## config.mk

```make
export PLATFORM = sky130hd
export DESIGN_NAME = rect_filler
export DESIGN_NICKNAME = d
export VERILOG_FILES = /design/src/design/fb_pkg.sv /design/src/design/rect_filler.sv
export VERILOG_INCLUDE_DIRS = /design/src /design/src/design
export SDC_FILE = /design/constraint.sdc
export NUM_CORES = 1
export LEC_CHECK = 0
export BUFFER_PORTS_ARGS = -buffer_cell sky130_fd_sc_hd__buf_2
export CORE_MARGIN = 5
export CORE_UTILIZATION = 52
export CTS_CLUSTER_SIZE = 20
export DETAILED_ROUTE_END_ITERATION = 6
export GPL_TIMING_DRIVEN = 0
export PLACE_DENSITY = 0.81
export SYNTH_ARGS = -nofsm -noshare
export SYNTH_HDL_FRONTEND = slang
export SYNTH_SLANG_ARGS = --single-unit
export TNS_END_PERCENT = 100
```

## constraint.sdc

```tcl
create_clock -name clk -period 4.11 [get_ports clk]
set_clock_uncertainty 0.2 [all_clocks]
set_input_delay 0.822 -clock clk [delete_from_list [all_inputs] [get_ports clk]]
set_output_delay 0.822 -clock clk [all_outputs]
set_load 0.005 [all_outputs]
```

## src/design/fb_consts.svh

```systemverilog
`ifndef FB_CONSTS_SVH
`define FB_CONSTS_SVH

// frame geometry in pixels
`define FB_WIDTH 64
`define FB_HEIGHT 64

// wide enough that a size of 64 still fits
`define FB_COORD_BITS 7

// one word per pixel, 64 x 64 words
`define FB_ADDR_BITS 12

// color sits in the top bits of a memory word
`define FB_PIXEL_BITS 12
`define FB_DATA_BITS 16

// byte lanes of a memory word
`define FB_STRB_BITS 2

`endif

```

## src/design/fb_pkg.sv

```systemverilog
`default_nettype none

`include "fb_consts.svh"

package fb_pkg;

  // x, y, width or height
  typedef logic [`FB_COORD_BITS-1:0] coord_t;

  // word address, y * frame width + x
  typedef logic [`FB_ADDR_BITS-1:0] fb_addr_t;

  // 12-bit pixel color
  typedef logic [`FB_PIXEL_BITS-1:0] color_t;

  // memory word, color left-justified with zero padding below
  typedef logic [`FB_DATA_BITS-1:0] fb_data_t;

endpackage

`default_nettype wire

```

## src/design/rect_filler.sv

```systemverilog
`timescale 1ns/1ps
`default_nettype none

`include "fb_consts.svh"

module rect_filler (
  input  wire                 clk,
  input  wire                 reset,

  // fill command
  input  wire                 cmd_valid,
  input  wire fb_pkg::coord_t cmd_x,
  input  wire fb_pkg::coord_t cmd_y,
  input  wire fb_pkg::coord_t cmd_w,
  input  wire fb_pkg::coord_t cmd_h,
  input  wire fb_pkg::color_t cmd_color,

  // pixel stream toward the writer
  output logic                pix_valid,
  input  wire                 pix_ready,
  output fb_pkg::fb_addr_t    pix_addr,
  output fb_pkg::color_t      pix_color,

  output logic                filling
);
  import fb_pkg::*;

  // one spare bit so that x + w cannot wrap
  logic [`FB_COORD_BITS:0] x_end;
  logic [`FB_COORD_BITS:0] y_end;
  coord_t                  clip_w;
  coord_t                  clip_h;
  logic                    empty;
  logic                    cmd_take;
  logic                    pix_take;
  logic                    last_pix;

  // walk state
  coord_t                  row_w;
  coord_t                  col_left;
  coord_t                  row_left;
  fb_addr_t                row_skip;

  assign cmd_take = cmd_valid & ~filling;
  assign pix_take = pix_valid & pix_ready;
  assign last_pix = (col_left == '0) && (row_left == '0);

  // clip right and bottom edges to the frame
  always_comb begin
    x_end = {1'b0, cmd_x} + {1'b0, cmd_w};
    y_end = {1'b0, cmd_y} + {1'b0, cmd_h};

    if (x_end > `FB_WIDTH) begin
      clip_w = coord_t'(`FB_WIDTH - cmd_x);
    end else begin
      clip_w = cmd_w;
    end

    if (y_end > `FB_HEIGHT) begin
      clip_h = coord_t'(`FB_HEIGHT - cmd_y);
    end else begin
      clip_h = cmd_h;
    end

    // start off the frame, or zero size
    empty = (cmd_x >= `FB_WIDTH) || (cmd_y >= `FB_HEIGHT) ||
            (cmd_w == '0) || (cmd_h == '0);
  end

  always_ff @(posedge clk) begin
    if (reset) begin
      filling   <= 1'b0;
      pix_valid <= 1'b0;
    end else if (cmd_take) begin
      filling   <= 1'b1;
      pix_valid <= ~empty;
    end else if (filling && !pix_valid) begin
      // nothing left after clipping
      filling <= 1'b0;
    end else if (pix_take && last_pix) begin
      filling   <= 1'b0;
      pix_valid <= 1'b0;
    end
  end

  // address and color only move on a taken pixel, so they hold under stall
  always_ff @(posedge clk) begin
    if (cmd_take) begin
      pix_addr  <= fb_addr_t'(cmd_y) * fb_addr_t'(`FB_WIDTH) + fb_addr_t'(cmd_x);
      pix_color <= cmd_color;
      row_w     <= clip_w;
      col_left  <= clip_w - 1'b1;
      row_left  <= clip_h - 1'b1;
      row_skip  <= fb_addr_t'(`FB_WIDTH) - fb_addr_t'(clip_w);
    end else if (pix_take) begin
      if (col_left != '0) begin
        col_left <= col_left - 1'b1;
        pix_addr <= pix_addr + 1'b1;
      end else if (row_left != '0) begin
        // wrap to the first column of the next row
        row_left <= row_left - 1'b1;
        col_left <= row_w - 1'b1;
        pix_addr <= pix_addr + row_skip + 1'b1;
      end
    end
  end

endmodule

`default_nettype wire

```

==> flow_summary.json <==
{
  "antenna_cells": 0,
  "fp.coreArea_um2": 8090,
  "post-route-min-period_ns": 4.07,
  "die_x_um": 100,
  "clk_pin_slew_worst_paths_ns": 0.11,
  "slowest_stage": "fa_1",
  "rows": 33,
  "vias_per_cell": 5.79,
  "drc_errors": 0,
  "drv_slew": 0,
  "via_count": 3654,
  "rsz0062_at_grt": "yes",
  "power_frac_seq": 0.452,
  "clock.fmax_mhz": 246,
  "switching_share": 0.334,
  "power_switching_uw": 537,
  "syn_nets": 519,
  "fin_crit_sh": 0.991,
  "cts_tree": "done",
  "p_clk_frac": 0.193,
  "postSynthAreaPerCell_um2": 9.67,
  "crit_buf_inv": 3,
  "final_util": 0.621,
  "hold_class": "register to register",
  "syn-cell-area_um2": 4250,
  "fillCellCount": 712,
  "grt_max_degree": 36,
  "globalplace.congestion": 0.923,
  "clock-sinks": 54,
  "peakVddDrop_mv": 0.197,
  "routed_wl_um": 10400,
  "cp.arrival_ns": 3.95,
  "layout_common_cells": "buf_2, edfxtp_1, nor2_1",
  "grt_overflow": 0,
  "fin_nets": 605,
  "ys_ff_latch": 54,
  "regArea_um2": 1600,
  "mostFrequentLayoutCell": "buf_2",
  "drv_cap": 0,
  "critical-path-top-delay-family": "simple AND/OR/NAND/NOR gates",
  "synth_ff_type": "edfxtp_1",
  "postSynthCellCount": 439,
  "hold_viol": 0,
  "multi_input_area_um2": 2560,
  "htreeDepth": 2,
  "slowest_delay_ns": 0.52,
  "synth_warnings": 0,
  "cp-start-kind": "primary input",
  "die_h_um": 100,
  "finalPower_mw": 1.61,
  "whs_ns": 0.360,
  "comb_power_share": 0.355,
  "numPortBuffers": 69,
  "synth_edf_count": 52,
  "routedWlPerCell_um": 16.6,
  "final-setup-viol-count": 0,
  "p_int_mw": 1.07,
  "ctsHoldBuffers": 0,
  "start_util": 0.525,
  "final_layout_size_suffix_gt1_frac": 0.260,
  "cts_buffer_depth": 2,
  "yosysSeqAreaShare": 0.377,
  "p_leak_nw": 1.98,
  "placed_cell_area_um2": 4750,
  "first_iter_violations": 242,
  "crit_chain": "buf_12, ha_4, inv_2, fa_1, or4b_4, or4_4, o21ai_2, o21bai_2, a21oi_4, buf_6, mux2_4, a21oi_2, ha_2, nand2_2, nor3_2, xor2_1",
  "crit_type": "primary input to register",
  "syn_to_final_growth_pct": 18.4,
  "numCtsBuffers": 5,
  "crit_path_end_kind": "register",
  "grtUsageTotal": 0.203,
  "status": "finished, final reports clean",
  "final_area_um2": 5030,
  "worst_pin_slew_ns": 0.861,
  "cp_max_fo": 4,
  "drtAntennaViolNets": 0,
  "io_pins": 70,
  "synth.distinct_cells": 61,
  "root_buffer": "clkbuf_8",
  "die_area_um2": 10100,
  "grt_pass1_wl_um": 16400,
  "clk_latency_ns": 0.32,
  "slew_headroom": 0.425,
  "first_pass_iters": 6,
  "grt_pass1_vias": 3480,
  "cp.required_ns": 3.99,
  "synthArstFlopShare": 0,
  "hpwlAfterDp_um": 8010,
  "antenna_found_initial": 0,
  "power_density_nw_per_um2": 320
}
per-stage QoR:
stage	setup WS, ns	TNS [ns]	instances
5_1_grt	-0.0800	-0.170	631
3_3_place_gp	-0.528	-4.47	613
6_report	0.0387	0	631
2_1_floorplan	-0.105	-0.134	439
3_5_place_dp	-0.569	-6.03	613
4_1_cts	0.00137	0	625
what timing repair did:
item / in CTS / in global routing
pin swaps: 5 / 5
gates cloned: 0 / 1
resized for setup: 9 / 20
endpoints found under the setup margin: 9 / 28
endpoints found under the hold margin: 0 / 0
setup buffers: 4 / 5
area by class of cell:
cell class / count / area share
inverter: 26 / 0.0194
buffer: 14 / 0.0189
sequential: 54 / 0.319
timing repair buffer: 79 / 0.0893
tap: 105 / 0.0261
clock buffer: 5 / 0.0137
clock inverter: 3 / 0.00473
multi-input combinational: 345 / 0.509
layer usage:
metal | GRT usage | wire length [um]
met1 | 0.258 | 4270
met2 | 0.351 | 5220
met3 | 0.0264 | 687
met4 | 0.0767 | 262
met5 | 0 | 0
tightest hold or removal path: cells and delay by family (launching register included):
| family | cells | cell delay (ns) |
|---|---|---|
| compound gates | 1 | 0.13 |
| simple gates | 1 | 0.05 |
| flops | 1 | 0.35 |
final timing paths:
| path | slack, ns | startpoint | cells past startpoint | end |
|---|---|---|---|---|
| setup / recovery | 0.04 | cmd_x[0] | 16 | col_left[6] |
| hold reg to reg | 0.36 | filling | 2 | filling |
| hold / removal | 0.36 | filling | 2 | filling |
| setup reg to reg | 0.34 | col_left[2] | 7 | pix_addr[6] |
power by group through the flow:
stage | clock, mW | combinational [mW] | sequential [mW]
2_1_floorplan | 0 | 0.383 | 0.728
4_1_cts | 0.313 | 0.539 | 0.725
3_3_place_gp | 0 | 0.499 | 0.733
6_report | 0.311 | 0.571 | 0.727
3_5_place_dp | 0 | 0.523 | 0.737
5_1_grt | 0.333 | 0.631 | 0.734
synth_stat cells (all sizes together) (2+ instances only):
library cell,instances,area share
nor4,4,0.0059
nor2b,4,0.0059
o31a,2,0.0044
a21oi,43,0.056
mux2i,9,0.021
nor4b,2,0.0056
clkbuf,12,0.018
a31oi,2,0.0029
fa,3,0.014
xor2,15,0.031
edfxtp,52,0.37
and3,4,0.0059
buf,2,0.0038
a211oi,10,0.018
nor2,39,0.034
o21ai,22,0.027
nand2b,2,0.0029
nand4b,3,0.0062
o31ai,6,0.012
or4,4,0.0071
nor3,16,0.021
ha,33,0.097
o21bai,3,0.0062
inv,25,0.022
nand3,17,0.020
xnor2,36,0.074
dfxtp,2,0.0094
mux2,7,0.019
nand2,33,0.029
a211o,2,0.0044
a21o,5,0.0091
and3b,2,0.0041
o21a,3,0.0053
kinds of logic (layout without fill, tap and decap cells):
| group | count (synthesis) | after routing | share of synthesized area |
|---|---|---|---|
| DFF | 54 | 54 | 0.377 |
| buffers and inverters | 40 | 127 | 0.0445 |
| and+or+nand+nor | 138 | 138 | 0.164 |
| AOI/OAI and AO/OA | 104 | 104 | 0.158 |
| adders and majority gates | 36 | 36 | 0.111 |
| xor gates and xnor gates | 51 | 51 | 0.105 |
| muxes | 16 | 16 | 0.0398 |
flip-flops by register name, summed over array words and instances (netlist names):
| name | count |
|---|---|
| col_left | 7 |
| filling | 1 |
| pix_addr | 12 |
| pix_color | 12 |
| pix_valid | 1 |
| row_left | 7 |
| row_skip | 7 |
| row_w | 7 |
Note: power is estimated with default switching activity, not from simulation.
