File: config.mk
export PLATFORM = sky130hd
export DESIGN_NAME = fb_writer_flat
export DESIGN_NICKNAME = d
export VERILOG_FILES = /design/src/design/fb_axi_if.sv /design/src/design/fb_writer.sv /design/src/flat_wrapper.sv
export VERILOG_INCLUDE_DIRS = /design/src /design/src/design
export SDC_FILE = /design/constraint.sdc
export NUM_CORES = 1
export LEC_CHECK = 0
export BUFFER_PORTS_ARGS = -buffer_cell sky130_fd_sc_hd__buf_2
export CAP_MARGIN = 10
export CORE_MARGIN = 2
export CORE_UTILIZATION = 44
export CTS_BUF_LIST = sky130_fd_sc_hd__clkbuf_8
export DETAILED_ROUTE_END_ITERATION = 7
export GPL_TIMING_DRIVEN = 0
export MAX_ROUTING_LAYER = met4
export PLACE_DENSITY = 0.86
export REMOVE_ABC_BUFFERS = 1
export SLEW_MARGIN = 20
export SYNTH_ARGS = -nofsm -noshare
export SYNTH_HDL_FRONTEND = slang
export SYNTH_SLANG_ARGS = --single-unit
File: constraint.sdc
create_clock -name clk -period 6.97 [get_ports clk]
set_clock_uncertainty 0.05 [all_clocks]
set_input_delay 0.697 -clock clk [delete_from_list [all_inputs] [get_ports clk]]
set_output_delay 0.697 -clock clk [all_outputs]
set_load 0.02 [all_outputs]
File: src/design/fb_consts.svh
`ifndef FB_CONSTS_SVH
`define FB_CONSTS_SVH

// frame geometry in pixels
`define FB_WIDTH 64
`define FB_HEIGHT 64

// wide enough that a size of 64 still fits
`define FB_COORD_BITS 7

// one word per pixel, 64 x 64 words
`define FB_ADDR_BITS 12

// color sits in the top bits of a memory word
`define FB_PIXEL_BITS 12
`define FB_DATA_BITS 16

// byte lanes of a memory word
`define FB_STRB_BITS 2

`endif

File: src/design/fb_axi_if.sv
`timescale 1ns/1ps
`default_nettype none

`include "fb_consts.svh"

interface fb_axi_if #(
  parameter int ADDR_BITS = `FB_ADDR_BITS,
  parameter int DATA_BITS = `FB_DATA_BITS
);
  localparam int STRB_BITS = (DATA_BITS + 7) / 8;

  // write address channel
  logic [ADDR_BITS-1:0] awaddr;
  logic                 awvalid;
  logic                 awready;

  // write data channel
  logic [DATA_BITS-1:0] wdata;
  logic [STRB_BITS-1:0] wstrb;
  logic                 wvalid;
  logic                 wready;

  // write response channel
  logic                 bvalid;
  logic                 bready;
  logic [1:0]           bresp;

  modport master (
    output awaddr,
    output awvalid,
    input  awready,
    output wdata,
    output wstrb,
    output wvalid,
    input  wready,
    input  bvalid,
    output bready,
    input  bresp
  );

  modport slave (
    input  awaddr,
    input  awvalid,
    output awready,
    input  wdata,
    input  wstrb,
    input  wvalid,
    output wready,
    output bvalid,
    input  bready,
    output bresp
  );

endinterface

`default_nettype wire

File: src/design/fb_writer.sv
`timescale 1ns/1ps
`default_nettype none

module fb_writer #(
  parameter int PIXEL_BITS = 12,
  parameter int ADDR_BITS  = 12,
  parameter int DATA_BITS  = 16
) (
  input  wire                  clk,
  input  wire                  reset,

  // pixel stream
  input  wire                  pix_valid,
  output logic                 pix_ready,
  input  wire [ADDR_BITS-1:0]  pix_addr,
  input  wire [PIXEL_BITS-1:0] pix_color,

  output logic                 writing,

  // frame buffer memory, we are the master
  fb_axi_if.master             axi
);
  localparam int STRB_BITS = (DATA_BITS + 7) / 8;
  localparam int PAD_BITS  = DATA_BITS - PIXEL_BITS;

  typedef enum logic {
    IDLE,
    WRITING
  } state_t;

  state_t state;
  state_t next_state;
  logic   write_start;
  logic   aw_fire;
  logic   w_fire;
  logic   write_done;

  assign aw_fire = axi.awvalid & axi.awready;
  assign w_fire  = axi.wvalid & axi.wready;

  // address and data have to land on the same cycle
  assign write_done = aw_fire & w_fire;

  always_comb begin
    next_state  = state;
    write_start = 1'b0;

    case (state)
      IDLE: begin
        if (pix_valid) begin
          write_start = 1'b1;
          next_state  = WRITING;
        end
      end

      WRITING: begin
        if (write_done) begin
          if (pix_valid) begin
            // chain straight into the next pixel
            write_start = 1'b1;
            next_state  = WRITING;
          end else begin
            next_state = IDLE;
          end
        end
      end

      default: begin
        next_state = IDLE;
      end
    endcase
  end

  always_ff @(posedge clk) begin
    if (reset) begin
      state <= IDLE;
    end else begin
      state <= next_state;
    end
  end

  // a pixel is taken exactly when a new write begins
  assign pix_ready = write_start;
  assign writing   = (state == WRITING);

  always_ff @(posedge clk) begin
    if (reset) begin
      axi.awvalid <= 1'b0;
      axi.wvalid  <= 1'b0;
      axi.bready  <= 1'b1;
    end else begin
      // responses are always welcome
      axi.bready <= 1'b1;

      if (write_start) begin
        axi.awvalid <= 1'b1;
        axi.wvalid  <= 1'b1;
      end else begin
        if (aw_fire) begin
          axi.awvalid <= 1'b0;
        end
        if (w_fire) begin
          axi.wvalid <= 1'b0;
        end
      end
    end
  end

  // payload captured at the start of each write
  always_ff @(posedge clk) begin
    if (write_start) begin
      axi.awaddr <= pix_addr;
      axi.wdata  <= {pix_color, {PAD_BITS{1'b0}}};
    end
  end

  // full words only
  assign axi.wstrb = {STRB_BITS{1'b1}};

endmodule

`default_nettype wire

File: src/flat_wrapper.sv
// flat-port wrapper written by rule: the top's interface ports become plain ports
module fb_writer_flat 
#(
  parameter int PIXEL_BITS = 12,
  parameter int ADDR_BITS  = 12,
  parameter int DATA_BITS  = 16
)
  (clk, reset, pix_valid, pix_ready, pix_addr, pix_color, writing, axi_awaddr, axi_awvalid, axi_awready, axi_wdata, axi_wstrb, axi_wvalid, axi_wready, axi_bvalid, axi_bready, axi_bresp);
  fb_axi_if #(.ADDR_BITS(ADDR_BITS), .DATA_BITS(DATA_BITS)) axi_i ();
  input  wire clk;
  input  wire reset;
  input  wire pix_valid;
  output logic pix_ready;
  input  wire [ADDR_BITS-1:0] pix_addr;
  input  wire [PIXEL_BITS-1:0] pix_color;
  output logic writing;
  output wire logic [$bits(axi_i.awaddr)-1:0] axi_awaddr;
  output wire logic [$bits(axi_i.awvalid)-1:0] axi_awvalid;
  input wire logic [$bits(axi_i.awready)-1:0] axi_awready;
  output wire logic [$bits(axi_i.wdata)-1:0] axi_wdata;
  output wire logic [$bits(axi_i.wstrb)-1:0] axi_wstrb;
  output wire logic [$bits(axi_i.wvalid)-1:0] axi_wvalid;
  input wire logic [$bits(axi_i.wready)-1:0] axi_wready;
  input wire logic [$bits(axi_i.bvalid)-1:0] axi_bvalid;
  output wire logic [$bits(axi_i.bready)-1:0] axi_bready;
  input wire logic [$bits(axi_i.bresp)-1:0] axi_bresp;
  assign axi_awaddr = axi_i.awaddr;
  assign axi_awvalid = axi_i.awvalid;
  assign axi_i.awready = axi_awready;
  assign axi_wdata = axi_i.wdata;
  assign axi_wstrb = axi_i.wstrb;
  assign axi_wvalid = axi_i.wvalid;
  assign axi_i.wready = axi_wready;
  assign axi_i.bvalid = axi_bvalid;
  assign axi_bready = axi_i.bready;
  assign axi_i.bresp = axi_bresp;
  fb_writer #(.PIXEL_BITS(PIXEL_BITS), .ADDR_BITS(ADDR_BITS), .DATA_BITS(DATA_BITS)) u_core (.clk(clk), .reset(reset), .pix_valid(pix_valid), .pix_ready(pix_ready), .pix_addr(pix_addr), .pix_color(pix_color), .writing(writing), .axi(axi_i));
endmodule
==> metrics.txt, run 1 <==
ANT cells=0; Yosys reg bits=27; GR Overflow Total=0; DP Wirelength=roughly 1.2 mm; Post-CTS Setup Inserts=0; crit path buf inv count=2; r2r worst-path depth=2; Max Cap Viol=0; Routed WL=1.53 mm; CP Max Fanout=25; RSZ-0062 raised after global routing=false; CP max stage cell=a21boi_4; Crit Path Category=in -> out; power density over the cells=248 mW/mm^2; via/cell ratio=4.52; clock-pin slew on the worst setup and hold paths=around 0.080 ns; Initial Util=between 40% and 50%; # IOs=67; Worst-Margin Slew=0.746 ns; Finish-stage setup viols=0; die area=0.00246 mm^2; Yosys Warn Count=0; library cells used by synthesis=10; cell mode on critical path=buf_2; sequence of cells on the critical path=buf_2 > nand4_1 > a21boi_4 > buf_2; fin. max-slew vios=0; Routed Antenna Nets=0; Slew HR=around 50%; CP endpoint kind=output pin; Via Count=596; Final Hold Viols=0; setup TNS=0 ns; TritonCTS buffer count=3; Placer Congestion=0.660; crit-path max cell delay=0.65 ns; critical path's top delay family=compound AO/OA/AOI/OAI gates; routed length per instance=around 12 um; 1st-iter DRT viols=1; CTS Buffer Depth=2; cell row count=16; DRT Pass-1 Iters=3; IO buf count=56; die height=between 40 and 50 um; Core ar.=about 0.0020 mm^2; antenna violations before repair=0; f_max=0.374 GHz; share of the synthesized area in the top cell type=78.7%; DRC violations left=0; first-pass GRT wire length=2.35 mm; final instance area=~0.0013 mm^2; Cell Area, Synth=~920 um^2; CTS tree=done; dominant cells by area after synthesis=edfxtp_1 (79%), dfxtp_1 (6.6%), buf_4 (5.7%), nand2b_1 (2.0%), nand4_1 (2.0%); Worst EP arrival=approximately 1.9 ns; Yosys top cell by area=edfxtp_1; nets@finish=approximately 140; pin count of the biggest net entering global routing=26; worst hold path depth=2; Placed Area=0.00121 mm^2; post-layout min period=roughly 2.7 ns; syn_area_per_cell=a little under 20 um^2; share of cells above drive strength 1=59.0%; # hold bufs at CTS=0; cells after synthesis=47; critical path depth in cells=4; CP required=between 6 and 7 ns; post-synthesis sequential area ratio=85.2%; clk_lat worst skew=0.26 ns; leakage power=0.548 nW; # H-tree levels=1; Hold WC Path Type=reg -> reg; Final period util=between 30% and 40%; Worst setup SP type=input pin; Tot GR Track Use=12.8%; clock root buffer=clkbuf_8; VDD IR max=0.134 mV; die width=49.6 um; CTS resizes=0; vias in the first global route=576; status=finished, final reports clean; Area Overhead vs Synth=36.9%; Clock Sinks=27
worst reg2reg max path, cell delays in order, from the launching register on:
cell,delay [ns]
dfxtp_1,0.41
nand4_1,0.20
a21boi_4,0.65
worst paths after layout:
| check | end | slack (ns) | startpoint |
|---|---|---|---|
| max | pix_ready | 4.30 | axi_awready |
| min | u_core.axi.wvalid | 0.49 | u_core.axi.wvalid |
| max reg2reg | u_core.axi.wdata[11] | 5.29 | u_core.axi.awvalid |
| min reg2reg | u_core.axi.wvalid | 0.49 | u_core.axi.wvalid |
final cells by class:
class	count	area (um^2)
Timing Repair Buffer	56	280
Clock buffer	3	41.3
Multi-Input combinational cell	18	113
Sequential cell	27	781
Fill cell	164	708
Clock inverter	1	5.00
Tap cell	27	33.8
cell usage in the layout, fill, tap and decap left out, drive strengths merged:
cell type,n
a21boi,1
a31oi,2
buf,56
clkbuf,3
clkinv,1
conb,7
dfxtp,3
edfxtp,24
nand2b,3
nand4,3
o21a,1
o21ba,1
cells by family after synthesis:
kind of cell / after synthesis / share of synthesized area [%]
AOI/OAI and AO/OA: 5 / 4.10
buffers and inverters: 7 / 5.74
DFF: 27 / 85.2
other: 2 / 0.820
and+or+nand+nor: 6 / 4.10
sequential cells by signal, indices dropped and copies added, names as in the netlist:
| signal | flops |
|---|---|
| u_core.axi.wdata | 12 |
| u_core.axi.wvalid | 1 |
| u_core.axi.awvalid | 1 |
| u_core.axi.awaddr | 12 |
| u_core.writing | 1 |
routing by layer:
metal | vias up | routed length (um) | track usage, % | share of wire [%]
met4 | 0 | 0 | 4.17 | 0
li1 | 278 | - | - | -
met1 | 274 | 557 | 13.8 | 37
met2 | 44 | 767 | 22.9 | 50
met3 | 0 | 201 | 3.03 | 13
met5 | - | 0 | - | 0
through the flow:
step / hold WS [ns] / instances / worst slack [ns] / utilization (%) / power (mW)
after floorplan: 0.535 / 45 / 3.17 / - / 0.215
after global placement: 0.454 / 128 / 2.43 / 61.0 / 0.232
after detailed placement: 0.480 / 128 / 4.26 / 61.5 / 0.233
after CTS: 0.493 / 132 / 4.26 / 63.9 / 0.315
after global routing: 0.525 / 132 / 4.17 / 63.9 / 0.323
final: 0.485 / 132 / 4.30 / 63.9 / 0.311
cell usage after synthesis:
library cell	count
a21boi_0	1
conb_1	2
buf_4	7
o21ba_2	1
a31oi_1	2
nand4_1	3
o21a_1	1
edfxtp_1	24
dfxtp_1	3
nand2b_1	3
report_power, final:
group	total, mW	switching [mW]	leakage [nW]	internal (mW)
Clock	0.0820	0.0421	0.0255	0.0398
Combinational	0.0386	0.0250	0.269	0.0136
Sequential	0.190	0.00313	0.254	0.187
Total	0.311	0.0703	0.548	0.240
No activity file was read; power rests on OpenSTA's default activity.
==> run 2: changes to the inputs <==
--- a/config.mk
+++ b/config.mk
@@ -9,12 +9,12 @@
 export BUFFER_PORTS_ARGS = -buffer_cell sky130_fd_sc_hd__buf_2
 export CAP_MARGIN = 10
 export CORE_MARGIN = 2
-export CORE_UTILIZATION = 44
+export CORE_UTILIZATION = 37
 export CTS_BUF_LIST = sky130_fd_sc_hd__clkbuf_8
 export DETAILED_ROUTE_END_ITERATION = 7
 export GPL_TIMING_DRIVEN = 0
 export MAX_ROUTING_LAYER = met4
-export PLACE_DENSITY = 0.86
+export PLACE_DENSITY = 0.77
 export REMOVE_ABC_BUFFERS = 1
 export SLEW_MARGIN = 20
 export SYNTH_ARGS = -nofsm -noshare
==> constraint.sdc (replaced) <==
create_clock -name clk -period 2.2 [get_ports clk]
set_clock_uncertainty 0.05 [all_clocks]
set_input_delay 0.22 -clock clk [delete_from_list [all_inputs] [get_ports clk]]
set_output_delay 0.22 -clock clk [all_outputs]
set_load 0.02 [all_outputs]
==> metrics.txt, run 2 (synthesis results as in run 1) <==
Area Overhead vs Synth=38.4%; die height=around 54 um; Core ar.=roughly 0.0024 mm^2; CP required=approximately 1.9 ns; Initial Util=about two fifths; TritonCTS buffer count=3; Switching Share=22.5%; largest registers=u_core.axi.awaddr: 12 flops, u_core.axi.wdata: 12 flops; Crit Path Category=reg -> out; Final Hold Viols=0; fin. max-slew vios=0; RSZ-0062 raised after global routing=false; Placement Setup Slack=0.399 ns; FF+latch area=around 800 um^2; DRC violations left=0; Hold WC Path Type=in -> reg; leakage power=0.553 nW; Worst EP arrival=~1.6 ns; Via Count=579; logic gate share of total power=approximately an eighth; area of the multi-input gates=approximately 120 um^2; 1st-iter DRT viols=2; RR Startpoint=u_core.axi.awvalid; vias in the first global route=444; Clock Sinks=27; hold slack=~0.081 ns; clock root buffer=clkbuf_8; launch point of the worst path=u_core.axi.awvalid; DP Wirelength=1.25 mm; f_max=0.524 GHz; CTS Buffer Depth=2; CP Max Fanout=13; clock-pin slew on the worst setup and hold paths=0.08 ns; status=finished, final reports clean; # IOs=67; CTS resizes=0; most common cell after layout, fill and taps aside=buf_2; ANT cells=0; Placer Congestion=0.586; Worst Hold Launch=pix_color[9]; CP endpoint kind=output pin; Routed WL=roughly 1.6 mm; Post-CTS Setup Inserts=0; Int Power=761 uW; cell row count=18; DRT Pass-1 Iters=2; VDD IR max=roughly 0.36 mV; post-layout min period=1.91 ns; die width=53.8 um; placed insts=131; Worst-Margin Slew=0.613 ns; final core area utilization=52.6%; first-pass GRT wire length=1.91 mm; Flop pwr share=around three fifths; Final period util=approximately 87%; # hold bufs at CTS=0; antenna violations before repair=0; CTS tree=done; Net Sw Power=221 uW; fillers=191; IO buf count=56; Post-Route M1 WL=650 um; WL met3=300 um; Worst setup SP type=flop; setup TNS=0 ns; clk_lat worst skew=0.26 ns; routed length per instance=12.0 um; most frequent cells in the layout=buf_2 (56), edfxtp_1 (24), conb_1 (7); via/cell ratio=4.26; nets@finish=139; GR Overflow Total=0; pin count of the biggest net entering global routing=26; Slew HR=58.9%; top routing layer in use=met3; Finish-stage setup viols=0; die area=between 0.002 and 0.003 mm^2; power density over the cells=roughly 770 mW/mm^2; # H-tree levels=1; Setup WS post-layout=between 0.2 and 0.3 ns; Clk pwr share=25.9%; Routed Antenna Nets=0; Tot GR Track Use=9.90%; share of cells above drive strength 1=58.5%; Max Cap Viol=0; WL met2=684 um; Finished Layout Cells=136
-- run 2: changes by cell type in the layout (fill, tap and decap cells not counted) --
| cell | before | now |
|---|---|---|
| clkinv_2 | 1 | 0 |
| inv_1 | 0 | 1 |
| a21boi_2 | 0 | 1 |
-- run 2: worst paths after layout --
| kind | depth (start not counted) | end | slack, ns |
|---|---|---|---|
| setup / recovery | 3 | pix_ready | 0.29 |
| hold / removal | 1 | u_core.axi.wdata[13] | 0.08 |
| setup reg to reg | 2 | u_core.axi.awaddr[8] | 0.53 |
| hold reg to reg | 2 | u_core.axi.awvalid | 0.48 |
-- run 2: final cells by class --
class	instances	area share (%)
sequential	27	61.6
timing repair buffer	56	22.1
multi-input combinational	19	9.77
clock buffer	3	3.26
tap	30	2.96
clock inverter	1	0.296
-- run 2: metal layers --
metal,GRT usage (%),vias up
met3,3.06,0
met5,-,-
met1,9.62,250
met2,17.5,47
met4,5.13,0
li1,-,282
-- run 2: per-stage QoR --
stage	cell area, um^2	power [mW]
global route	1270	1.02
finish	1270	0.982
floorplan	882	0.681
CTS	1260	0.992
global placement	1200	0.734
detailed placement	1210	0.738
-- run 2: worst max-delay path, stage by stage (launching register included) --
cell	delay, ns
dfxtp_1	0.40
nand4_1	0.27
a21boi_4	0.45
buf_2	0.25
-- run 2: power by group through the flow --
| stage | clock network, mW | registers (mW) | logic (mW) |
|---|---|---|---|
| after floorplan | 0 | 0.654 | 0.0276 |
| after global placement | 0 | 0.615 | 0.119 |
| after detailed placement | 0 | 0.614 | 0.124 |
| after CTS | 0.266 | 0.602 | 0.124 |
| after global routing | 0.283 | 0.607 | 0.135 |
| final | 0.254 | 0.603 | 0.125 |
